File: src/verilog/team_02_consts.svh
/*
 * Team 02 GPIO streaming constants
 * Bus and length widths, register decode width and usable pin map
 */
`ifndef TEAM_02_CONSTS_SVH
`define TEAM_02_CONSTS_SVH

`define TEAM02_DW       32  // Wishbone data and address width
`define TEAM02_LEN_W    16  // Transfer length in words
`define TEAM02_GPIO_W   38  // Harness pin count
`define TEAM02_IO_W     32  // Usable pins, gpio[35:5] plus gpio[0]

// Register word offset field, adr[4:2]
`define TEAM02_REG_AW   3

// Upper usable pin span, gpio[0] is appended below it
`define TEAM02_PIN_HI   35
`define TEAM02_PIN_LO   5

`endif

File: src/verilog/team_02_pkg.sv
/*
 * Team 02 shared types
 * Wishbone request and response structs, engine and arbiter states, register map
 */
`include "team_02_consts.svh"
`default_nettype none

package team_02_pkg;

    typedef struct packed {
        logic [`TEAM02_DW-1:0]   adr;
        logic [`TEAM02_DW-1:0]   dat;
        logic [`TEAM02_DW/8-1:0] sel;
        logic                    we;
    } wb_req_t;                                 // 69 bits

    typedef struct packed {
        logic                  ack;
        logic [`TEAM02_DW-1:0] dat;
    } wb_rsp_t;                                 // 33 bits

    typedef enum logic [1:0] {
        ENG_IDLE = 2'd0,                        // Nothing in flight
        ENG_XFER = 2'd1,                        // Request outstanding
        ENG_NEXT = 2'd2                         // Bump index or finish
    } eng_state_e;

    typedef enum logic [1:0] {
        OWN_NONE = 2'd0,
        OWN_CAP  = 2'd1,
        OWN_PLAY = 2'd2
    } arb_owner_e;

    // Slave register word offsets
    typedef enum logic [`TEAM02_REG_AW-1:0] {
        REG_CTRL      = 3'd0,
        REG_STATUS    = 3'd1,
        REG_CAP_ADDR  = 3'd2,
        REG_PLAY_ADDR = 3'd3,
        REG_LEN       = 3'd4,
        REG_OEB       = 3'd5
    } reg_sel_e;

endpackage

`default_nettype wire

File: src/verilog/gpio_capture.sv
/*
 * GPIO capture engine
 * Samples the usable pins and writes LEN words to memory from the base address
 */
`include "team_02_consts.svh"
`timescale 1ns/1ps
`default_nettype none

module gpio_capture (
    input  wire                         wb_clk_i,
    input  wire                         rst_n_i,
    input  wire                         start_i,
    input  wire  [`TEAM02_DW-1:0]       base_addr_i,
    input  wire  [`TEAM02_LEN_W-1:0]    len_i,
    input  wire  [`TEAM02_IO_W-1:0]     gpio_in_i,
    input  team_02_pkg::wb_rsp_t        rsp_i,
    output team_02_pkg::wb_req_t        req_o,
    output logic                        stb_o,
    output logic                        busy_o,
    output logic                        done_o
);

    team_02_pkg::eng_state_e    state_q;
    logic [`TEAM02_LEN_W-1:0]   idx_q;
    logic [`TEAM02_LEN_W-1:0]   len_q;                   // Latched at start
    logic [`TEAM02_DW-1:0]      base_q;
    logic [`TEAM02_IO_W-1:0]    data_q;
    logic                       sample;

    // Entering XFER from IDLE or from NEXT
    assign sample = ((state_q == team_02_pkg::ENG_IDLE) && start_i && (len_i != '0)) ||
                    ((state_q == team_02_pkg::ENG_NEXT) && (idx_q + 1'b1 != len_q));

    always_ff @(posedge wb_clk_i) begin
        if (!rst_n_i) begin
            state_q <= team_02_pkg::ENG_IDLE;
            idx_q   <= '0;
            len_q   <= '0;
            base_q  <= '0;
            done_o  <= 1'b0;
        end else begin
            done_o <= 1'b0;
            case (state_q)
                team_02_pkg::ENG_IDLE: if (start_i) begin
                    idx_q  <= '0;
                    len_q  <= len_i;
                    base_q <= base_addr_i;
                    if (len_i == '0) done_o <= 1'b1;     // Nothing to move
                    else state_q <= team_02_pkg::ENG_XFER;
                end
                team_02_pkg::ENG_XFER:
                    if (rsp_i.ack) state_q <= team_02_pkg::ENG_NEXT;
                team_02_pkg::ENG_NEXT: begin
                    if (idx_q + 1'b1 == len_q) begin    // Last word written
                        state_q <= team_02_pkg::ENG_IDLE;
                        done_o  <= 1'b1;
                    end else begin
                        idx_q   <= idx_q + 1'b1;
                        state_q <= team_02_pkg::ENG_XFER;
                    end
                end
                default: state_q <= team_02_pkg::ENG_IDLE;
            endcase
        end
    end

    always_ff @(posedge wb_clk_i) begin
        if (sample) data_q <= gpio_in_i;                 // Fresh pin sample per word
    end

    assign req_o.adr = base_q + (`TEAM02_DW'(idx_q) << 2);   // Word stride
    assign req_o.dat = data_q;
    assign req_o.sel = 4'hf;
    assign req_o.we  = 1'b1;
    assign stb_o     = (state_q == team_02_pkg::ENG_XFER);
    assign busy_o    = (state_q != team_02_pkg::ENG_IDLE);

endmodule

`default_nettype wire

File: src/verilog/gpio_playback.sv
/*
 * GPIO playback engine
 * Reads LEN words from memory and drives each onto the usable output pins
 */
`include "team_02_consts.svh"
`timescale 1ns/1ps
`default_nettype none

module gpio_playback (
    input  wire                         wb_clk_i,
    input  wire                         rst_n_i,
    input  wire                         start_i,
    input  wire  [`TEAM02_DW-1:0]       base_addr_i,
    input  wire  [`TEAM02_LEN_W-1:0]    len_i,
    input  team_02_pkg::wb_rsp_t        rsp_i,
    output team_02_pkg::wb_req_t        req_o,
    output logic                        stb_o,
    output logic                        busy_o,
    output logic                        done_o,
    output logic [`TEAM02_IO_W-1:0]     gpio_out_o
);

    team_02_pkg::eng_state_e    state_q;
    logic [`TEAM02_LEN_W-1:0]   idx_q;
    logic [`TEAM02_LEN_W-1:0]   len_q;
    logic [`TEAM02_DW-1:0]      base_q;

    always_ff @(posedge wb_clk_i) begin
        if (!rst_n_i) begin
            state_q    <= team_02_pkg::ENG_IDLE;
            idx_q      <= '0;
            len_q      <= '0;
            base_q     <= '0;
            done_o     <= 1'b0;
            gpio_out_o <= '0;                            // Pins low out of reset
        end else begin
            done_o <= 1'b0;
            case (state_q)
                team_02_pkg::ENG_IDLE: if (start_i) begin   // Ignored while busy
                    idx_q  <= '0;
                    len_q  <= len_i;
                    base_q <= base_addr_i;
                    if (len_i == '0) done_o <= 1'b1;
                    else state_q <= team_02_pkg::ENG_XFER;
                end
                team_02_pkg::ENG_XFER: if (rsp_i.ack) begin
                    gpio_out_o <= rsp_i.dat;             // Word to pins on ack edge
                    state_q    <= team_02_pkg::ENG_NEXT;
                end
                team_02_pkg::ENG_NEXT: begin
                    if (idx_q + 1'b1 == len_q) begin    // Last word stays on pins
                        state_q <= team_02_pkg::ENG_IDLE;
                        done_o  <= 1'b1;
                    end else begin
                        idx_q   <= idx_q + 1'b1;
                        state_q <= team_02_pkg::ENG_XFER;
                    end
                end
                default: state_q <= team_02_pkg::ENG_IDLE;
            endcase
        end
    end

    assign req_o.adr = base_q + (`TEAM02_DW'(idx_q) << 2);
    assign req_o.dat = '0;                               // Reads only
    assign req_o.sel = 4'hf;
    assign req_o.we  = 1'b0;
    assign stb_o     = (state_q == team_02_pkg::ENG_XFER);
    assign busy_o    = (state_q != team_02_pkg::ENG_IDLE);

endmodule

`default_nettype wire

File: src/verilog/team_02_wrapper.sv
/*
 * Team 02 user area top
 * Harness Wishbone and GPIO ports onto registers, engines and master arbiter
 */
`include "team_02_consts.svh"
`timescale 1ns/1ps
`default_nettype none

module team_02_wrapper (
    input  wire                         wb_clk_i,
    input  wire                         rst_n_i,
    // Wishbone slave
    input  wire                         wbs_stb_i,
    input  wire                         wbs_cyc_i,
    input  wire                         wbs_we_i,
    input  wire  [3:0]                  wbs_sel_i,
    input  wire  [`TEAM02_DW-1:0]       wbs_dat_i,
    input  wire  [`TEAM02_DW-1:0]       wbs_adr_i,
    output wire                         wbs_ack_o,
    output wire  [`TEAM02_DW-1:0]       wbs_dat_o,
    // GPIO
    input  wire  [`TEAM02_GPIO_W-1:0]   gpio_in_i,
    output wire  [`TEAM02_GPIO_W-1:0]   gpio_out_o,
    output wire  [`TEAM02_GPIO_W-1:0]   gpio_oeb_o,     // Active low
    output wire  [2:0]                  irq_o,
    // Wishbone master
    output wire  [`TEAM02_DW-1:0]       wbm_adr_o,
    output wire  [`TEAM02_DW-1:0]       wbm_dat_o,
    output wire  [3:0]                  wbm_sel_o,
    output wire                         wbm_we_o,
    output wire                         wbm_stb_o,
    output wire                         wbm_cyc_o,
    input  wire                         wbm_ack_i,
    input  wire  [`TEAM02_DW-1:0]       wbm_dat_i
);

    team_02_pkg::wb_req_t       wbs_req, wbm_req, cap_req, play_req;
    team_02_pkg::wb_rsp_t       wbs_rsp, wbm_rsp, cap_rsp, play_rsp;
    logic                       cap_start, play_start, cap_stb, play_stb;
    logic                       cap_busy, play_busy, cap_done, play_done;
    logic [`TEAM02_DW-1:0]      cap_addr, play_addr;
    logic [`TEAM02_LEN_W-1:0]   len;
    logic [`TEAM02_IO_W-1:0]    oeb_mask, io_in, io_out;
    logic [1:0]                 irq_done;

    assign wbs_req   = '{adr: wbs_adr_i, dat: wbs_dat_i, sel: wbs_sel_i, we: wbs_we_i};
    assign wbs_ack_o = wbs_rsp.ack;
    assign wbs_dat_o = wbs_rsp.dat;

    assign wbm_rsp   = '{ack: wbm_ack_i, dat: wbm_dat_i};
    assign wbm_adr_o = wbm_req.adr;
    assign wbm_dat_o = wbm_req.dat;
    assign wbm_sel_o = wbm_req.sel;
    assign wbm_we_o  = wbm_req.we;

    // Usable pins, gpio[35:5] then gpio[0]
    assign io_in = {gpio_in_i[`TEAM02_PIN_HI:`TEAM02_PIN_LO], gpio_in_i[0]};
    assign {gpio_out_o[`TEAM02_PIN_HI:`TEAM02_PIN_LO], gpio_out_o[0]} = io_out;
    assign {gpio_oeb_o[`TEAM02_PIN_HI:`TEAM02_PIN_LO], gpio_oeb_o[0]} = oeb_mask;
    assign {gpio_oeb_o[37:36], gpio_oeb_o[4:1]} = '1;   // Fixed inputs
    assign {gpio_out_o[37:36], gpio_out_o[4:1]} = '0;

    assign irq_o = {1'b0, irq_done};                     // irq[2] unused

    wb_slave_regs wb_slave_regs_i (
        .wb_clk_i(wb_clk_i),   .rst_n_i(rst_n_i),
        .wbs_req_i(wbs_req),   .wbs_stb_i(wbs_stb_i),  .wbs_cyc_i(wbs_cyc_i),
        .cap_busy_i(cap_busy), .play_busy_i(play_busy),
        .cap_done_i(cap_done), .play_done_i(play_done),
        .wbs_rsp_o(wbs_rsp),   .cap_start_o(cap_start), .play_start_o(play_start),
        .cap_addr_o(cap_addr), .play_addr_o(play_addr), .len_o(len),
        .oeb_mask_o(oeb_mask), .irq_o(irq_done)
    );

    gpio_capture gpio_capture_i (
        .wb_clk_i(wb_clk_i),   .rst_n_i(rst_n_i),     .start_i(cap_start),
        .base_addr_i(cap_addr), .len_i(len),          .gpio_in_i(io_in),
        .rsp_i(cap_rsp),       .req_o(cap_req),       .stb_o(cap_stb),
        .busy_o(cap_busy),     .done_o(cap_done)
    );

    gpio_playback gpio_playback_i (
        .wb_clk_i(wb_clk_i),   .rst_n_i(rst_n_i),     .start_i(play_start),
        .base_addr_i(play_addr), .len_i(len),         .rsp_i(play_rsp),
        .req_o(play_req),      .stb_o(play_stb),      .busy_o(play_busy),
        .done_o(play_done),    .gpio_out_o(io_out)
    );

    wbm_arbiter wbm_arbiter_i (
        .wb_clk_i(wb_clk_i),   .rst_n_i(rst_n_i),
        .cap_req_i(cap_req),   .cap_stb_i(cap_stb),
        .play_req_i(play_req), .play_stb_i(play_stb),
        .wbm_rsp_i(wbm_rsp),   .cap_rsp_o(cap_rsp),   .play_rsp_o(play_rsp),
        .wbm_req_o(wbm_req),   .wbm_stb_o(wbm_stb_o), .wbm_cyc_o(wbm_cyc_o)
    );

endmodule

`default_nettype wire

File: src/verilog/wb_slave_regs.sv
/*
 * Wishbone slave register block
 * Control strobes, sticky done status, transfer setup and pin output enables
 */
`include "team_02_consts.svh"
`timescale 1ns/1ps
`default_nettype none

module wb_slave_regs (
    input  wire                          wb_clk_i,
    input  wire                          rst_n_i,
    input  team_02_pkg::wb_req_t         wbs_req_i,
    input  wire                          wbs_stb_i,
    input  wire                          wbs_cyc_i,
    input  wire                          cap_busy_i,
    input  wire                          play_busy_i,
    input  wire                          cap_done_i,
    input  wire                          play_done_i,
    output team_02_pkg::wb_rsp_t         wbs_rsp_o,
    output logic                         cap_start_o,
    output logic                         play_start_o,
    output logic [`TEAM02_DW-1:0]        cap_addr_o,
    output logic [`TEAM02_DW-1:0]        play_addr_o,
    output logic [`TEAM02_LEN_W-1:0]     len_o,
    output logic [`TEAM02_IO_W-1:0]      oeb_mask_o,
    output logic [1:0]                   irq_o
);

    logic                    ack_q;
    logic [`TEAM02_DW-1:0]   rdata_q;
    logic                    access;
    logic                    wr_en;
    logic [`TEAM02_DW-1:0]   wdat;
    logic [3:0]              wsel;
    logic [`TEAM02_DW-1:0]   len_merged;
    logic [1:0]              done_set;
    team_02_pkg::reg_sel_e   sel_w;

    // Byte-lane write merge
    function automatic logic [`TEAM02_DW-1:0] merge(
        input logic [`TEAM02_DW-1:0] old_v,
        input logic [`TEAM02_DW-1:0] new_v,
        input logic [3:0]            be
    );
        logic [`TEAM02_DW-1:0] m;
        m = {{8{be[3]}}, {8{be[2]}}, {8{be[1]}}, {8{be[0]}}};
        return (old_v & ~m) | (new_v & m);
    endfunction

    assign access   = wbs_stb_i & wbs_cyc_i & ~ack_q;    // New cycle, not yet acked
    assign wr_en    = access & wbs_req_i.we;
    assign wdat     = wbs_req_i.dat;
    assign wsel     = wbs_req_i.sel;
    assign sel_w    = team_02_pkg::reg_sel_e'(wbs_req_i.adr[2 +: `TEAM02_REG_AW]);
    assign done_set = {play_done_i, cap_done_i};
    assign len_merged = merge({{(`TEAM02_DW-`TEAM02_LEN_W){1'b0}}, len_o}, wdat, wsel);

    assign wbs_rsp_o.ack = ack_q;
    assign wbs_rsp_o.dat = rdata_q;                      // Valid with ack

    always_ff @(posedge wb_clk_i) begin
        if (!rst_n_i) begin
            ack_q        <= 1'b0;
            cap_start_o  <= 1'b0;
            play_start_o <= 1'b0;
            cap_addr_o   <= '0;
            play_addr_o  <= '0;
            len_o        <= '0;
            oeb_mask_o   <= '1;                          // All pins input
            irq_o        <= 2'b00;
        end else begin
            ack_q        <= access;                      // One cycle later
            cap_start_o  <= 1'b0;                        // Pulses by default
            play_start_o <= 1'b0;
            irq_o        <= irq_o | done_set;            // Sticky set wins
            if (wr_en) begin
                case (sel_w)
                    team_02_pkg::REG_CTRL: begin
                        cap_start_o  <= wdat[0] & wsel[0];   // Lands with ack
                        play_start_o <= wdat[1] & wsel[0];
                    end
                    team_02_pkg::REG_STATUS:
                        irq_o <= (irq_o & ~(wdat[1:0] & {2{wsel[0]}})) | done_set; // W1C
                    team_02_pkg::REG_CAP_ADDR:  cap_addr_o  <= merge(cap_addr_o, wdat, wsel);
                    team_02_pkg::REG_PLAY_ADDR: play_addr_o <= merge(play_addr_o, wdat, wsel);
                    team_02_pkg::REG_LEN:       len_o <= len_merged[`TEAM02_LEN_W-1:0];
                    team_02_pkg::REG_OEB:       oeb_mask_o  <= merge(oeb_mask_o, wdat, wsel);
                    default: ;                           // Unmapped offset
                endcase
            end
        end
    end

    // Read mux, captured on the access edge
    always_ff @(posedge wb_clk_i) begin
        if (access) begin
            case (sel_w)
                team_02_pkg::REG_STATUS:
                    rdata_q <= {28'b0, play_busy_i, cap_busy_i, irq_o};
                team_02_pkg::REG_CAP_ADDR:  rdata_q <= cap_addr_o;
                team_02_pkg::REG_PLAY_ADDR: rdata_q <= play_addr_o;
                team_02_pkg::REG_LEN:
                    rdata_q <= {{(`TEAM02_DW-`TEAM02_LEN_W){1'b0}}, len_o};
                team_02_pkg::REG_OEB:       rdata_q <= oeb_mask_o;
                default:                    rdata_q <= '0;   // CTRL reads zero
            endcase
        end
    end

endmodule

`default_nettype wire

File: src/verilog/wbm_arbiter.sv
/*
 * Wishbone master arbiter
 * Round-robin share of one master port between capture and playback
 */
`timescale 1ns/1ps
`default_nettype none

module wbm_arbiter (
    input  wire                     wb_clk_i,
    input  wire                     rst_n_i,
    input  team_02_pkg::wb_req_t    cap_req_i,
    input  wire                     cap_stb_i,
    input  team_02_pkg::wb_req_t    play_req_i,
    input  wire                     play_stb_i,
    input  team_02_pkg::wb_rsp_t    wbm_rsp_i,
    output team_02_pkg::wb_rsp_t    cap_rsp_o,
    output team_02_pkg::wb_rsp_t    play_rsp_o,
    output team_02_pkg::wb_req_t    wbm_req_o,
    output logic                    wbm_stb_o,
    output logic                    wbm_cyc_o
);

    team_02_pkg::arb_owner_e owner_q;
    logic                    last_play_q;                // Last grant went to playback
    logic                    own_cap;
    logic                    own_play;

    assign own_cap  = (owner_q == team_02_pkg::OWN_CAP);
    assign own_play = (owner_q == team_02_pkg::OWN_PLAY);

    always_ff @(posedge wb_clk_i) begin
        if (!rst_n_i) begin
            owner_q     <= team_02_pkg::OWN_NONE;
            last_play_q <= 1'b0;
        end else begin
            case (owner_q)
                team_02_pkg::OWN_NONE: begin
                    if (cap_stb_i && (!play_stb_i || last_play_q)) begin
                        owner_q     <= team_02_pkg::OWN_CAP;
                        last_play_q <= 1'b0;
                    end else if (play_stb_i) begin
                        owner_q     <= team_02_pkg::OWN_PLAY;
                        last_play_q <= 1'b1;
                    end
                end
                default:
                    if (wbm_rsp_i.ack) owner_q <= team_02_pkg::OWN_NONE;  // Release on ack
            endcase
        end
    end

    assign wbm_req_o = own_play ? play_req_i : cap_req_i;
    assign wbm_stb_o = (own_cap & cap_stb_i) | (own_play & play_stb_i);
    assign wbm_cyc_o = wbm_stb_o;                        // Single classic cycles

    // Response steered to the owner only
    assign cap_rsp_o.ack  = wbm_rsp_i.ack & own_cap;
    assign cap_rsp_o.dat  = own_cap ? wbm_rsp_i.dat : '0;
    assign play_rsp_o.ack = wbm_rsp_i.ack & own_play;
    assign play_rsp_o.dat = own_play ? wbm_rsp_i.dat : '0;

endmodule

`default_nettype wire
File: config.mk
export PLATFORM = sky130hd
export DESIGN_NAME = team_02_wrapper
export DESIGN_NICKNAME = d
export VERILOG_FILES = /design/src/verilog/team_02_pkg.sv /design/src/verilog/gpio_capture.sv /design/src/verilog/gpio_playback.sv /design/src/verilog/team_02_wrapper.sv /design/src/verilog/wb_slave_regs.sv /design/src/verilog/wbm_arbiter.sv
export VERILOG_INCLUDE_DIRS = /design/src /design/src/verilog
export SDC_FILE = /design/constraint.sdc
export NUM_CORES = 1
export LEC_CHECK = 0
export BUFFER_PORTS_ARGS = -buffer_cell sky130_fd_sc_hd__buf_2
export CAP_MARGIN = 20
export CORE_ASPECT_RATIO = 1.4
export CORE_MARGIN = 2
export CORE_UTILIZATION = 55
export DETAILED_ROUTE_END_ITERATION = 10
export GPL_ROUTABILITY_DRIVEN = 0
export PLACE_DENSITY_LB_ADDON = 0.08
export SYNTH_ARGS = -nofsm -noshare
export SYNTH_HDL_FRONTEND = slang
export SYNTH_SLANG_ARGS = --single-unit
File: constraint.sdc
create_clock -name wb_clk_i -period 5.69 [get_ports wb_clk_i]
set_clock_uncertainty 0.2 [all_clocks]
set_input_delay 1.138 -clock wb_clk_i [delete_from_list [all_inputs] [get_ports wb_clk_i]]
set_output_delay 1.138 -clock wb_clk_i [all_outputs]
set_load 0.01 [all_outputs]
[Word level (Yosys, flattened, before mapping)]
Index checks and enable logic that the tools add are counted.
Storage, ports and cells
  bits in registers: 350
  input port bits: 144
  output and inout bits: 183
  logic and storage cells: 142
Operators by class
  $add $sub $neg: 4
  eq/ne operators: 23
  multiplexer cells: 33
  bitwise operators: 26
  reductions and logical operators: 33
Operator list (count)
  one-hot mux 32 bit (5 select lines): 1
  bitwise AND 32 bit: 4
  bitwise OR 32 bit: 3
  2-to-1 mux 69 bit: 1
  adder 32 x 18 -> 32 bit: 2
  2-to-1 mux 16 bit: 4
  one-hot mux 16 bit (2 select lines): 2
  adder 16 x 1 -> 16 bit (second input constant): 2
  equality test 16 bit: 2
  2-to-1 mux 32 bit: 1
  inverter 32 bit: 1
  2-to-1 mux 2 bit: 11
  AND reduction 2 bit: 9
  bitwise AND 16 bit: 1
  logical NOT 16 bit: 1
  inequality test 16 bit: 1
  inequality test 2 bit (second input constant): 8
  bitwise OR 16 bit: 1
  nonzero test 16 bit: 1
  AND reduction 3 bit: 5
  one-hot mux 2 bit (3 select lines): 2
  nonzero test 2 bit: 6
  bitwise AND 1 bit: 9
  2-to-1 mux 1 bit: 9
  17 further kinds: 32

[Logic depth before layout (Yosys ltp)]
Gate-level depths: netlist of run 1.
  word-level depth: 6
  depth in mapped cells: 11
  depth with buffers taken out: 10

[Modules after synthesis]
From an unflattened synthesis of run 1, not the netlist that was laid out.
Unflattened totals
  cells, all modules: 2149
  area total of the unflattened synthesis: 19459.9 um2
By module, submodules not included
  wb_slave_regs: instances 1, cells each 620, area an instance 6414.9 um2, sequential area each 3303.2 um2
  gpio_playback: instances 1, cells each 732, area an instance 5895.7 um2, sequential area each 1981.9 um2
  gpio_capture: instances 1, cells each 613, area an instance 5572.8 um2, sequential area each 2302.2 um2
  wbm_arbiter: instances 1, cells each 169, area an instance 1471.4 um2, sequential area each 60.1 um2
  team_02_wrapper: instances 1, cells each 15, area an instance 105.1 um2, sequential area each 0.0 um2

[Worst setup path after synthesis of run 1]
No wires, ideal clock.
  path type: input -> register
  from: input port wbs_stb_i
  to: register with a tool-made name
  library setup time: 0.128 ns
  arrival: 3.908 ns
  required time: 5.362 ns
  path slack: 1.454 ns
  stages on the path: 8
  buffers on the path: 1
  cell sequence: nand2_1 -> nor2_1 -> nand2_1 -> nor3_1 -> and2_1 -> clkbuf_1 -> mux2i_1 -> nor2_1
RTL lines
  start, declared: RTL line team_02_wrapper.sv:13  | input wire wbs_stb_i,

[Worst setup path after layout of run 1]
  from: register gpio_playback_i.idx_q[0]
  to: output port wbm_adr_o[24]
On the way
  cells in the longest elaborated chain, start to end: 2
RTL lines
  start, declared: RTL line gpio_playback.sv:24  | logic [`TEAM02_LEN_W-1:0] idx_q;
  start signal, assigned: RTL line gpio_playback.sv:55  | idx_q <= idx_q + 1'b1;
  adder 32 x 18 -> 32 bit: RTL line gpio_playback.sv:64  | assign req_o.adr = base_q + (`TEAM02_DW'(idx_q) << 2);
  2-to-1 mux 69 bit: RTL line wbm_arbiter.sv:52  | assign wbm_req_o = own_play ? play_req_i : cap_req_i;
  end, declared: RTL line team_02_wrapper.sv:27  | output wire [`TEAM02_DW-1:0] wbm_adr_o,
Every way passes these cells.

==> results of run 1 <==
final timing paths:
check | from | end | slack, ns | cells after the start
worst max-delay path | gpio_playback_i.idx_q[0] | wbm_adr_o[24] | 0.39 | 11
worst min-delay path | gpio_capture_i.done_o | wb_slave_regs_i.irq_o[0] | 0.25 | 2
worst max register to register | gpio_capture_i.idx_q[0] | gpio_capture_i.done_o | 2.00 | 9
worst min register to register | gpio_capture_i.done_o | wb_slave_regs_i.irq_o[0] | 0.25 | 2
cells in the mapped netlist, drive strengths merged (3+ instances only):
cell type,number
nand2,454
dfxtp,286
a21oi,216
nor2,122
mux2i,109
clkbuf,103
nand3,95
o21ai,69
edfxtp,64
xnor2,57
and2,54
buf,45
ha,34
nor3,30
xor2,26
inv,23
o22ai,19
a21o,18
o211ai,17
and3,14
or3,14
nand2b,13
nand4,13
nor4,10
and4,9
o21bai,9
nor2b,8
or4,8
a211o,7
a31oi,7
nand3b,7
o31ai,7
o21a,6
a211oi,5
nand4b,5
nor3b,5
o2111ai,5
o41ai,5
a22oi,4
o221ai,4
a2111oi,3
a221oi,3
per-layer routing:
layer | vias to the layer above | GRT usage | wire length (um)
li1 | 7480 | - | -
met1 | 7318 | 0.349 | 19300
met2 | 579 | 0.542 | 25800
met3 | 159 | 0.0556 | 3670
met4 | 4 | 0.153 | 2680
met5 | - | 0 | 24
worst register-to-register path, stage by stage, from the launching register on:
cell and delay (ns):
dfxtp_1 0.48, ha_1 0.35, nand4_1 0.27, o32ai_1 0.57, o2111a_1 0.33, nand2_1 0.06, or4_1 0.51, nor3b_1 0.54
a21oi_1 0.15, nor3_1 0.17
power by group:
group	switching, uW	internal [uW]	leakage [uW]	total, uW
combinational	125	60.7	0.00434	186
clock	982	1310	0.000555	2300
sequential	7.09	2540	0.00289	2540
total	1110	3910	0.00779	5030
stage by stage:
stage | worst slack (ns) | util
final | 0.386 | 0.644
after global routing | 0.232 | 0.644
after CTS | 0.465 | 0.644
after detailed placement | 1.06 | 0.607
after global placement | 1.08 | 0.607
after floorplan | 1.45 | -
cells by family (layout without fill, tap and decap cells):
kind of cell / Yosys count / in the layout / synth area share
and+or+nand+nor: 864 / 864 / 0.229
AOI/OAI and AO/OA: 423 / 423 / 0.150
DFF: 350 / 350 / 0.443
buffers and inverters: 172 / 386 / 0.0439
muxes: 111 / 111 / 0.0645
xor gates and xnor gates: 83 / 83 / 0.0426
adders and majority gates: 36 / 36 / 0.0270
other: 2 / 20 / 0.000435
area by class of cell:
cell class	count	area, um2
diodes	3	7.51
clock buffers	54	1040
clock inverters	10	85.1
fillers	2730	11000
inverters	24	95.1
multi-input cells	1534	8920
flip-flops and latches	350	7650
well taps	390	488
repair buffers	298	1570
==> impl_results.md, run 1 <==
* Most frequent cells in the layout: nand2_1, dfxtp_1, buf_2, a21oi_1, nor2_1
* Final instance area at ~20000 um2
* CTS tree: built
* Crit-path cells: ha_1 -> fa_1 -> a21o_1 -> a21oi_1 -> o211ai_1 -> and2_1 -> a21oi_1 -> o21ai_0 -> xnor2_1 -> mux2i_1 -> buf_2
* Min Tclk post-route at 5.30 ns
* Primary FF master, synth: dfxtp_1
* Post-synth top area share at 0.332
* # resized after CTS at 0
* Fin crit share at 0.932
* Max-slew violations at 0
* RSZ-0062 raised after global routing: no
* Max Cap Violations at 0
* I/O pin count at 327
* Crit end category: output pin
* Cts bufs inserted at 36
* DRT Pass-1 Iters at 5
* Flops & latches, synth at 350
* CP Max Fanout at 9
* CP max stage delay at approximately 0.75 ns
* Via count at between 15000 and 20000
* Drt wl/cell at about 19 um
* Asr flop ratio synth at 0
* Top cell by count, worst path: a21oi_1
* Post-placement cell count at 2595
* H-tree level count at 2
* Slowest CP cell: a21oi_1
* Finished Layout Cells at ~2700
* Synthesis-to-layout area growth at 15.0%
* Final Net Count at 2424
* Placed Area at ~19000 um2
* Worst slew margin at 0.337
* Die height at approximately 210 um
* Clock buffer depth at 3
* Yosys cell types at 89
* Initial antenna violation count at 3
* Post-DP HPWL at roughly 37 mm
* Yosys top cell by area: dfxtp_1
* Crit-path leading delay family: compound AO/OA/AOI/OAI gates
* Crit path buf inv count at 1
* Die ar. at ~33000 um2
* Antenna viol nets, final at 0
* Mapped Cells at between 2000 and 2500
* Final hold vios at 0
* Port buffer count at 274
* Req. time, crit path at between 4 and 5 ns
* Critical path class: reg -> out
* Worst-path clk slew at about 0.070 ns
* Syn Std Cell Area at between 15000 and 20000 um2
* Commonest non-fill, non-tap cell in the layout: nand2_1
* Setup bufs post-CTS at 0
* FMAX at between 150 and 200 MHz
* Pwr Total at approximately 5000 uW
* First-pass GRT wire length at between 70 and 80 mm
* PD cells at 253 nW/um2
* Seq/Total Area, Yosys at 0.443
* Core Rows at 76
* Status: finished clean
* Arr. time, crit path at 3.97 ns
* DRC viols at 0
* Vias per cell at 5.84
* Global route overflow at 0
* Root Buffer: clkbuf_16
* Synthesized area per cell at 8.46 um2
* Largest net degree at the start of global routing at 94
* CTS sink cnt at 350
* Synth top area cells: dfxtp_1, edfxtp_1, nand2_1
* Setup Total Neg Slack at 0 ns
* Worst-Margin Slew at between 0.9 and 1 ns
* Maximum VDD drop at between 0.2 and 0.3 mV
* Core area at around 31000 um2
* HP Class: reg -> reg
* Final WL at approximately 51 mm
* Synth warnings at 0
* 1st-iter DRT viols at 1110
* Clk_lat worst skew at between 0.5 and 0.6 ns
* Share of cells above drive strength 1 at 0.169
* LEAKAGE at 0.00779 uW
* Crit start category: register
* Vias in the first global route at 14670
* Hold-fix buffer count after cts at 0
* WHS at approximately 0.25 ns
* Initial Util at 0.560
* Number of synthesized flops with an enable pin at 64
* Final setup fails at 0
* Die Span X at about 150 um
* GRT Overall Usage at 0.303
Note: power is estimated with default switching activity, not from simulation.
==> run 2: changes to the inputs <==
Settings changed: CORE_MARGIN 2 to not set, SYNTH_HIERARCHICAL set to 1.
==> impl_results.md, run 2 <==
* Final setup fails at 0 (unchanged)
* Most frequent cells in the layout: nand2_1, dfxtp_1, buf_2, a21boi_0, mux2i_1
* 1st-iter DRT viols at 1370 (+23%)
* Initial antenna violation count at 0 (-3)
* Global route overflow at 0 (unchanged)
* WHS at 0.264 ns (+0.0178 ns)
* Die Span X at 160 um (+4.2%)
* Crit start category: register
* RSZ-0062 raised after global routing: no
* Core area at 34200 um2 (+11%)
* Worst reg2reg startpoint: gpio_capture_i/idx_q[1]
* FMAX at 191 MHz (+1.3%)
* DRC viols at 0 (unchanged)
* Clock buffer depth at 3 (unchanged)
* CTS tree: built
* First-pass GRT wire length at 82.3 mm (+3.7%)
* Worst Min Path Start: gpio_playback_i/gpio_out_o[0]
* Mapped Cells at 2114 (+3.6%)
* Vias per cell at 5.86 (+0.47%)
* Fin crit share at 0.920 (-0.0120)
* Commonest non-fill, non-tap cell in the layout: nand2_1
* Maximum VDD drop at 0.228 mV (-12%)
* Synth warnings at 6 (+6)
* Syn Std Cell Area at 19200 um2 (+12%)
* Core Rows at 80 (+5.3%)
* Vias in the first global route at 15071 (+2.7%)
* Post-DP HPWL at 36.9 mm (-0.82%)
* Final hold vios at 0 (unchanged)
* Drt wl/cell at 19.0 um (-1.8%)
* Critical path class: reg -> out
* Synthesized area per cell at 9.11 um2 (+7.7%)
* LEAKAGE at 0.00871 uW (+12%)
* Crit end category: output pin
* Cts bufs inserted at 35 (-2.8%)
* Hold-fix buffer count after cts at 0 (unchanged)
* CTS sink cnt at 350 (unchanged)
* Worst slew margin at 0.279 (-0.0584)
* Req. time, crit path at 4.35 ns (about the same)
* GRT Overall Usage at 0.285 (-0.0189)
* Port buffer count at 274 (unchanged)
* Initial Util at 0.562 (+0.00214)
* DRT Pass-1 Iters at 5 (unchanged)
* Arr. time, crit path at 3.90 ns (-0.07 ns)
* Worst-path clk slew at 0.07 ns (about the same)
* Antenna viol nets, final at 0 (unchanged)
* Final WL at 52.4 mm (+1.9%)
* Die ar. at 35800 um2 (+8.9%)
* Via count at 16193 (+4.2%)
* Status: finished clean
* Clk_lat worst skew at 0.55 ns (about the same)
* Root Buffer: clkbuf_16
* I/O pin count at 327 (unchanged)
* Min Tclk post-route at 5.24 ns (-0.0684 ns)
* Setup Total Neg Slack at 0 ns (unchanged)
* Setup bufs post-CTS at 0 (unchanged)
* Die height at 223 um (+4.6%)
* Crit path launch: gpio_playback_i/idx_q[7]
* Largest net degree at the start of global routing at 161 (+71%)
* H-tree level count at 2 (unchanged)
* Synthesis-to-layout area growth at 12.6%
* Max-slew violations at 0 (unchanged)
* R2R setup slack at 1.99 ns (about the same)
* Worst-Margin Slew at 1.08 ns (+0.0876 ns)
* CP Max Fanout at 12 (+3)
* PD cells at 245 nW/um2 (-3.3%)
* Final Net Count at 2464 (+1.7%)
* Max Cap Violations at 0 (unchanged)
* # resized after CTS at 0 (unchanged)
* HP Class: reg -> reg
* Share of cells above drive strength 1 at 0.202 (+0.0334)
* Diode count at 0 (-3)
==> run 2: cell type report <==
class                   instances  area, um2
flip-flops and latches        350       7650
inverters                      26       97.6
fillers                      2960      12600
multi-input cells            1576      10500
well taps                     451        564
clock inverters                17        251
clock buffers                  47       1010
repair buffers                295       1610
==> run 2: final timing paths <==
| kind | endpoint | cells past startpoint |
|---|---|---|
| worst max-delay path | wbm_adr_o[27] | 10 |
| worst min-delay path | gpio_playback_i/gpio_out_o[0] | 2 |
| worst max register to register | gpio_capture_i/data_q[1] | 9 |
| worst min register to register | gpio_playback_i/gpio_out_o[0] | 2 |
==> run 2: metrics by stage <==
stage / utilization / instances / worst slack (ns) / power [uW] / instance area, um2
finish: 0.633 / 2762 / 0.455 / 5300 / 21700
global route: 0.633 / 2762 / 0.258 / 5450 / 21700
CTS: 0.631 / 2760 / 0.494 / 5340 / 21600
detailed placement: 0.594 / 2696 / 1.08 / 2820 / 20300
global placement: 0.594 / 2695 / 1.07 / 2820 / 20300
floorplan: - / 2164 / 1.53 / 2770 / 19400
==> run 2: layer usage <==
metal | GRT usage | routed length, um | vias to the layer above
met5 | 0 | 0 | -
met2 | 0.465 | 24500 | 656
met4 | 0.101 | 1630 | 0
met1 | 0.386 | 23000 | 7677
met3 | 0.0366 | 3340 | 98
li1 | - | - | 7762
==> run 2: where the power goes <==
group          switching [uW]  internal (uW)
registers                6.94           2540
clock network            1030           1500
logic                     150           81.9
==> run 2: worst max-delay path, cell delays in order (launching register included) <==
cell      delay [ns]
dfxtp_1         0.57
ha_1            0.30
and3_1          0.21
nand3_1         0.09
o31ai_1         0.45
o211ai_1        0.22
a31oi_1         0.70
o21ai_0         0.21
xnor2_1         0.19
mux2_2          0.27
buf_2           0.14
